<file path="src/hw/aes_pkg.sv">
package aes_pkg;

    typedef logic [127:0] block_t; // byte 0 sits in bits 127:120.
    typedef logic [31:0]  word_t;

    localparam int NUM_ROUNDS     = 10;
    localparam int NUM_ROUND_KEYS = NUM_ROUNDS + 1;

    typedef logic [3:0] rk_addr_t;

    // one request into the round-key store.
    typedef struct packed {
        logic     req;
        logic     write;
        rk_addr_t addr;
        block_t   data;
    } key_access_t;

    typedef enum logic [1:0] {
        MODE_HOLD,
        MODE_LOAD,  // plaintext xor round key 0.
        MODE_FULL,
        MODE_FINAL  // last round skips MixColumns.
    } round_mode_e;

    localparam logic [7:0] SBOX [256] = '{
        8'h63, 8'h7c, 8'h77, 8'h7b, 8'hf2, 8'h6b, 8'h6f, 8'hc5,
        8'h30, 8'h01, 8'h67, 8'h2b, 8'hfe, 8'hd7, 8'hab, 8'h76,
        8'hca, 8'h82, 8'hc9, 8'h7d, 8'hfa, 8'h59, 8'h47, 8'hf0,
        8'had, 8'hd4, 8'ha2, 8'haf, 8'h9c, 8'ha4, 8'h72, 8'hc0,
        8'hb7, 8'hfd, 8'h93, 8'h26, 8'h36, 8'h3f, 8'hf7, 8'hcc,
        8'h34, 8'ha5, 8'he5, 8'hf1, 8'h71, 8'hd8, 8'h31, 8'h15,
        8'h04, 8'hc7, 8'h23, 8'hc3, 8'h18, 8'h96, 8'h05, 8'h9a,
        8'h07, 8'h12, 8'h80, 8'he2, 8'heb, 8'h27, 8'hb2, 8'h75,
        8'h09, 8'h83, 8'h2c, 8'h1a, 8'h1b, 8'h6e, 8'h5a, 8'ha0,
        8'h52, 8'h3b, 8'hd6, 8'hb3, 8'h29, 8'he3, 8'h2f, 8'h84,
        8'h53, 8'hd1, 8'h00, 8'hed, 8'h20, 8'hfc, 8'hb1, 8'h5b,
        8'h6a, 8'hcb, 8'hbe, 8'h39, 8'h4a, 8'h4c, 8'h58, 8'hcf,
        8'hd0, 8'hef, 8'haa, 8'hfb, 8'h43, 8'h4d, 8'h33, 8'h85,
        8'h45, 8'hf9, 8'h02, 8'h7f, 8'h50, 8'h3c, 8'h9f, 8'ha8,
        8'h51, 8'ha3, 8'h40, 8'h8f, 8'h92, 8'h9d, 8'h38, 8'hf5,
        8'hbc, 8'hb6, 8'hda, 8'h21, 8'h10, 8'hff, 8'hf3, 8'hd2,
        8'hcd, 8'h0c, 8'h13, 8'hec, 8'h5f, 8'h97, 8'h44, 8'h17,
        8'hc4, 8'ha7, 8'h7e, 8'h3d, 8'h64, 8'h5d, 8'h19, 8'h73,
        8'h60, 8'h81, 8'h4f, 8'hdc, 8'h22, 8'h2a, 8'h90, 8'h88,
        8'h46, 8'hee, 8'hb8, 8'h14, 8'hde, 8'h5e, 8'h0b, 8'hdb,
        8'he0, 8'h32, 8'h3a, 8'h0a, 8'h49, 8'h06, 8'h24, 8'h5c,
        8'hc2, 8'hd3, 8'hac, 8'h62, 8'h91, 8'h95, 8'he4, 8'h79,
        8'he7, 8'hc8, 8'h37, 8'h6d, 8'h8d, 8'hd5, 8'h4e, 8'ha9,
        8'h6c, 8'h56, 8'hf4, 8'hea, 8'h65, 8'h7a, 8'hae, 8'h08,
        8'hba, 8'h78, 8'h25, 8'h2e, 8'h1c, 8'ha6, 8'hb4, 8'hc6,
        8'he8, 8'hdd, 8'h74, 8'h1f, 8'h4b, 8'hbd, 8'h8b, 8'h8a,
        8'h70, 8'h3e, 8'hb5, 8'h66, 8'h48, 8'h03, 8'hf6, 8'h0e,
        8'h61, 8'h35, 8'h57, 8'hb9, 8'h86, 8'hc1, 8'h1d, 8'h9e,
        8'he1, 8'hf8, 8'h98, 8'h11, 8'h69, 8'hd9, 8'h8e, 8'h94,
        8'h9b, 8'h1e, 8'h87, 8'he9, 8'hce, 8'h55, 8'h28, 8'hdf,
        8'h8c, 8'ha1, 8'h89, 8'h0d, 8'hbf, 8'he6, 8'h42, 8'h68,
        8'h41, 8'h99, 8'h2d, 8'h0f, 8'hb0, 8'h54, 8'hbb, 8'h16
    };

    function automatic logic [7:0] sub_byte(logic [7:0] b);
        return SBOX[b];
    endfunction

    // multiply by 2 in GF(2^8), reducing by the AES polynomial.
    function automatic logic [7:0] xtime(logic [7:0] b);
        return b[7] ? ({b[6:0], 1'b0} ^ 8'h1b) : {b[6:0], 1'b0};
    endfunction

    function automatic word_t sub_word(word_t w);
        return {sub_byte(w[31:24]), sub_byte(w[23:16]), sub_byte(w[15:8]), sub_byte(w[7:0])};
    endfunction

    function automatic word_t rot_word(word_t w);
        return {w[23:0], w[31:24]};
    endfunction

endpackage

</file>
<file path="src/hw/cipher_control.sv">
module cipher_control
    import aes_pkg::*;
(
    input  logic        clk,
    input  logic        rst,
    input  logic        enc_start,
    input  logic        key_free,
    output logic        enc_ready,
    output key_access_t cipher_req,
    output round_mode_e mode
);

    logic     busy;
    rk_addr_t round;
    logic     accept;

    assign enc_ready = !busy;
    assign accept    = enc_start && key_free && enc_ready;

    always_comb
    begin
        cipher_req       = '0;
        cipher_req.req   = accept || busy;
        cipher_req.write = 1'b0;
        cipher_req.addr  = accept ? rk_addr_t'(0) : round;
    end

    always_comb
    begin
        if (accept)
            mode = MODE_LOAD;
        else if (busy && round == rk_addr_t'(NUM_ROUNDS))
            mode = MODE_FINAL;
        else if (busy)
            mode = MODE_FULL;
        else
            mode = MODE_HOLD;
    end

    always_ff @(posedge clk)
    begin
        if (rst)
        begin
            busy  <= 1'b0;
            round <= '0;
        end
        else if (accept)
        begin
            busy  <= 1'b1;
            round <= rk_addr_t'(1);
        end
        else if (busy)
        begin
            round <= round + rk_addr_t'(1);
            if (round == rk_addr_t'(NUM_ROUNDS))
                busy <= 1'b0; // ciphertext is in the state register from the next cycle.
        end
    end

endmodule

</file>
<file path="config.mk">
export PLATFORM = sky130hd
export DESIGN_NAME = cipher_control
export DESIGN_NICKNAME = d
export VERILOG_FILES = /design/src/hw/aes_pkg.sv /design/src/hw/cipher_control.sv
export SDC_FILE = /design/constraint.sdc
export NUM_CORES = 1
export LEC_CHECK = 0
export CAP_MARGIN = 10
export CORE_UTILIZATION = 45
export DETAILED_ROUTE_END_ITERATION = 10
export DONT_BUFFER_PORTS = 1
export GPL_ROUTABILITY_DRIVEN = 0
export MAX_ROUTING_LAYER = met4
export PLACE_DENSITY = 0.58
export SYNTH_ARGS = -nofsm -noshare
export SYNTH_HDL_FRONTEND = slang
export SYNTH_SLANG_ARGS = --single-unit
</file>
<file path="constraint.sdc">
create_clock -name clk -period 1.1 [get_ports clk]
set_input_delay 0.22 -clock clk [delete_from_list [all_inputs] [get_ports clk]]
set_output_delay 0.22 -clock clk [all_outputs]
set_load 0.02 [all_outputs]
</file>
Word level (Yosys, flattened, before mapping)
Index checks and enable logic that the tools add are counted.
Widths: inputs -> output; s select.
{ "word_totals": {"reg_bits": 5, "inputBits": 4} }
{ "op_classes": {"add_sub_neg": 1, "eq_ne": 1, "muxes": 9, "reduce_logical": 7} }
{ "op_table": {"columns": ["operator", "count"], "rows": [
  ["$mux 2", 3],
  ["$mux 1", 5],
  ["$add 4x1->4 const B", 1],
  ["$eq 4x4->1 const B", 1],
  ["$mux 4", 1],
  ["$logic_and 1x1->1", 3],
  ["$reduce_bool 2->1", 1],
  ["$reduce_or 2->1", 1],
  ["$logic_not 1->1", 1],
  ["$logic_or 1x1->1", 1]
]} }

Longest topological paths before layout
{ "depth": {"word_depth": 4, "mapped_depth": 5, "depth_no_buf": 5} }

Worst setup path after synthesis
OpenSTA, ideal clock, no wires.
{ "synth_timing": {"kind": "flip-flop to output port", "start": "register round[0]", "end": "output port mode[0]", "arrival_ps": 946, "path_slack_ps": -66, "path_stages_with_launch": 6, "path_buffers": 0, "path_cell_list": "dfxtp_1 inv_1 ha_1 nand3b_1 nand2_1 and2_1"} }
{ "synth_between": {"elab_chain_cells": 4} }
{ "synth_rtl": {"columns": ["item", "line", "rtl"], "rows": [
  ["start: declaration", "cipher_control.sv:14", "rk_addr_t round;"],
  ["start signal: assignment", "cipher_control.sv:50", "round <= rk_addr_t'(1);"],
  ["start signal: assignment", "cipher_control.sv:54", "round <= round + rk_addr_t'(1);"],
  ["$eq 4x4->1", "cipher_control.sv:32", "else if (busy && round == rk_addr_t'(NUM_ROUNDS))"],
  ["$logic_and 1x1->1", "cipher_control.sv:32", null],
  ["$mux 2", "cipher_control.sv:32", null],
  ["$mux 2", "cipher_control.sv:30", "if (accept)"],
  ["end: declaration", "cipher_control.sv:10", "output round_mode_e mode"]
]} }
No other way between the ends.

Final worst setup path
Same ends and word-level chain as after synthesis.

==> run summary <==
Violated checks -> negative setup slack
Peak supply drop -> 461.4 uV
Placed cells -> 198
Total Wirelength -> 1.275 mm
Required time worst endpoint -> 0.88 ns
Run status -> complete, but fails checks
CTS buffer count -> 3
Fin crit period -> 1.268 ns
First-pass GRT wire length -> 1.214 mm
Finished Core Util -> 39.86%
HPWL after detailed placement -> 1.078 mm
Cell with the most instances after synthesis -> buf_4
DRC viols -> 0
Final worst-path cycle share -> 115.3%
Max Cap Violations -> 0
Routed wire per std cell -> 6.100 um
Initial antenna violation count -> 0
Power density cells -> 961.2 nW/um2
Clk_skew -> 0.003064 ns
Initial core utilization -> 49.51%
Crit path largest cell delay -> 0.32 ns
Final std cells w/o fill -> 209
Post-synth EDFFs -> 0
Final WS setup -> -0.1684 ns
Hold Crit Depth -> 1
CP Depth -> 5
Dpl ws -> -0.03794 ns
Die height -> 55.15 um
Sequential fraction of the synthesis area -> 7.874%
Die area -> 3042 um2
CTS Buffer Depth -> 2
Share of cells above drive strength 1 -> 18.99%
Nets -> 186
Die X -> 55.15 um
Latest clock arrival within the worst-skew pair -> 0.23 ns
I/O Buffers -> 0
CTS tree -> yes
YS warnings -> 0
Final setup violation count -> 7
IO Pins -> 141
Reg2reg setup slack -> -0.05 ns
Slowest-stage cell, CP -> dfxtp_2
Synth Register Bits -> 5
Syn_area_per_cell -> 7.847 um2
Filler cell count -> 263
CP Cell Sequence -> inv_2 > ha_4 > nand3b_1 > nand2_1 > and2_4
Endpoints failing hold -> 0
Total GRT Usage -> 6.036%
Worst Path Buf+Inv -> 1
Vias in the first global route -> 318
Root buffer cell -> clkbuf_4
CTS H-tree depth -> 1
Pin count of the biggest net entering global routing -> 7
CTS Hold Bufs -> 0
P_leak -> 0.6383 nW
Max Fclk -> 0.7884 GHz
Leading area contributor after synthesis -> buf_4
GRT overflow -> 0
Initial DRC count -> 0
DR vias -> 622
Core area -> 2567 um2
Mapped Area -> 1271 um2
Critical path class -> reg -> out
Post-synth top area share -> 76.18%
Antenna Nets Post-Route -> 0
Drt first pass iters -> 1
Ant. Diodes -> 0
CP endpoint kind -> output port
Pins Over Slew Limit -> 0
Worst setup SP type -> register
# rows -> 18
Count of cell types in the netlist -> 21
Ys async rst share -> 0%
CTS Sinks -> 5
Class of the worst hold path -> in -> reg
Reg clk slew, reported paths -> 0.04 ns
Family with the most delay on the worst path -> simple AND/OR/NAND/NOR gates
Crit Path Max Fanout -> 2
Area Growth Syn to Fin -> -19.49%
Most common library cells after synthesis -> buf_4 (129), dfxtp_1 (5), and2_1 (4)
Synth Instances -> 162
Top FF cell, synth -> dfxtp_1
FF-to-FF path depth -> 8
Arr. time, crit path -> 1.05 ns
Vias per cell -> 2.976
Unrepaired setup endpoints after global routing -> true
Top post-synthesis cells by area -> buf_4 (76%), dfxtp_1 (7.9%), a2111oi_4 (2.2%)
cell usage in the layout (no fill, tap or decap):
cell	count
and2_4	4
buf_4	11
dfxtp_4	1
a2111oi_4	1
a21oi_2	1
a21o_1	1
a211oi_1	1
nand3_4	1
nand3b_1	1
and3_4	1
nand4_1	1
clkbuf_1	1
xor2_1	2
ha_1	1
buf_6	5
nor2_1	2
nand2_1	2
dfxtp_2	2
dfxtp_1	2
clkbuf_4	3
inv_4	1
inv_2	1
nor2_4	1
ha_4	1
nor3_1	2
conb_1	129
sequential cells by signal, summed over array words and instances, names as in the netlist:
name,count
round,4
busy,1
final cells by class:
type                            count  area, um2  area share, %
Multi-Input combinational cell    152      704.4          68.83
Timing Repair Buffer               16      138.9          13.57
Sequential cell                     5      106.4          10.39
Tap cell                           30      37.54          3.667
Clock buffer                        4      26.28          2.567
Inverter                            2      10.01         0.9780
per-stage QoR:
step / hold WS (ns) / cell area [um2] / setup TNS (ns) / total power, mW
after floorplan: 0.2891 / 1769 / -0.03216 / 1.029
after global placement: 0.2938 / 890.9 / -0.04127 / 0.7162
after detailed placement: 0.2947 / 890.9 / -0.03794 / 0.7178
after CTS: 0.02905 / 1008 / -0.4609 / 0.9751
after global routing: 0.01882 / 1023 / -0.8448 / 1.060
final: 0.03767 / 1023 / -0.3927 / 0.9838
cells by family after synthesis:
family,share of synthesized area [%]
flip-flops,7.874
buffers and inverters,78.15
XOR/XNOR,1.378
adder cells (fa/ha/maj),1.968
AND/OR/NAND/NOR,6.594
AO/OA/AOI/OAI,3.741
other,0.2950
where the power goes:
part / total, mW / internal [mW] / switching [mW]
sequential: 0.201 / 0.192 / 0.00893
combinational: 0.578 / 0.100 / 0.477
clock: 0.205 / 0.137 / 0.0684
routing by layer:
metal	routed length (um)	part of all wire, %	up-vias	global-route usage (%)
met5	0	0	-	-
met4	19	1.5	0	5.000
met3	214	17	2	0.8197
met2	718	56	77	11.45
met1	323	25	265	5.170
li1	-	-	278	-
worst register-to-register path, delay by kind of cell, from the launching register on:
kind	cells	cell delay (ns)
AOI/OAI and AO/OA	1	0.09
adders and majority gates	1	0.14
buffers and inverters	4	0.38
DFF	1	0.33
and+or+nand+nor	2	0.13
final timing paths:
| kind | startpoint | end |
|---|---|---|
| worst max-delay path | round[0] | mode[0] |
| worst min-delay path | rst | busy |
| worst max register to register | round[0] | busy |
| worst min register to register | round[0] | round[0] |
timing repair:
item | in CTS | in global routing
buffers inserted | 5 | 2
pin swaps | 7 | 1
endpoints found under the setup margin | 6 | 8
endpoints found under the hold margin | 0 | 0
gates resized for setup | 20 | 0
Power figures use the tool's default switching activity.
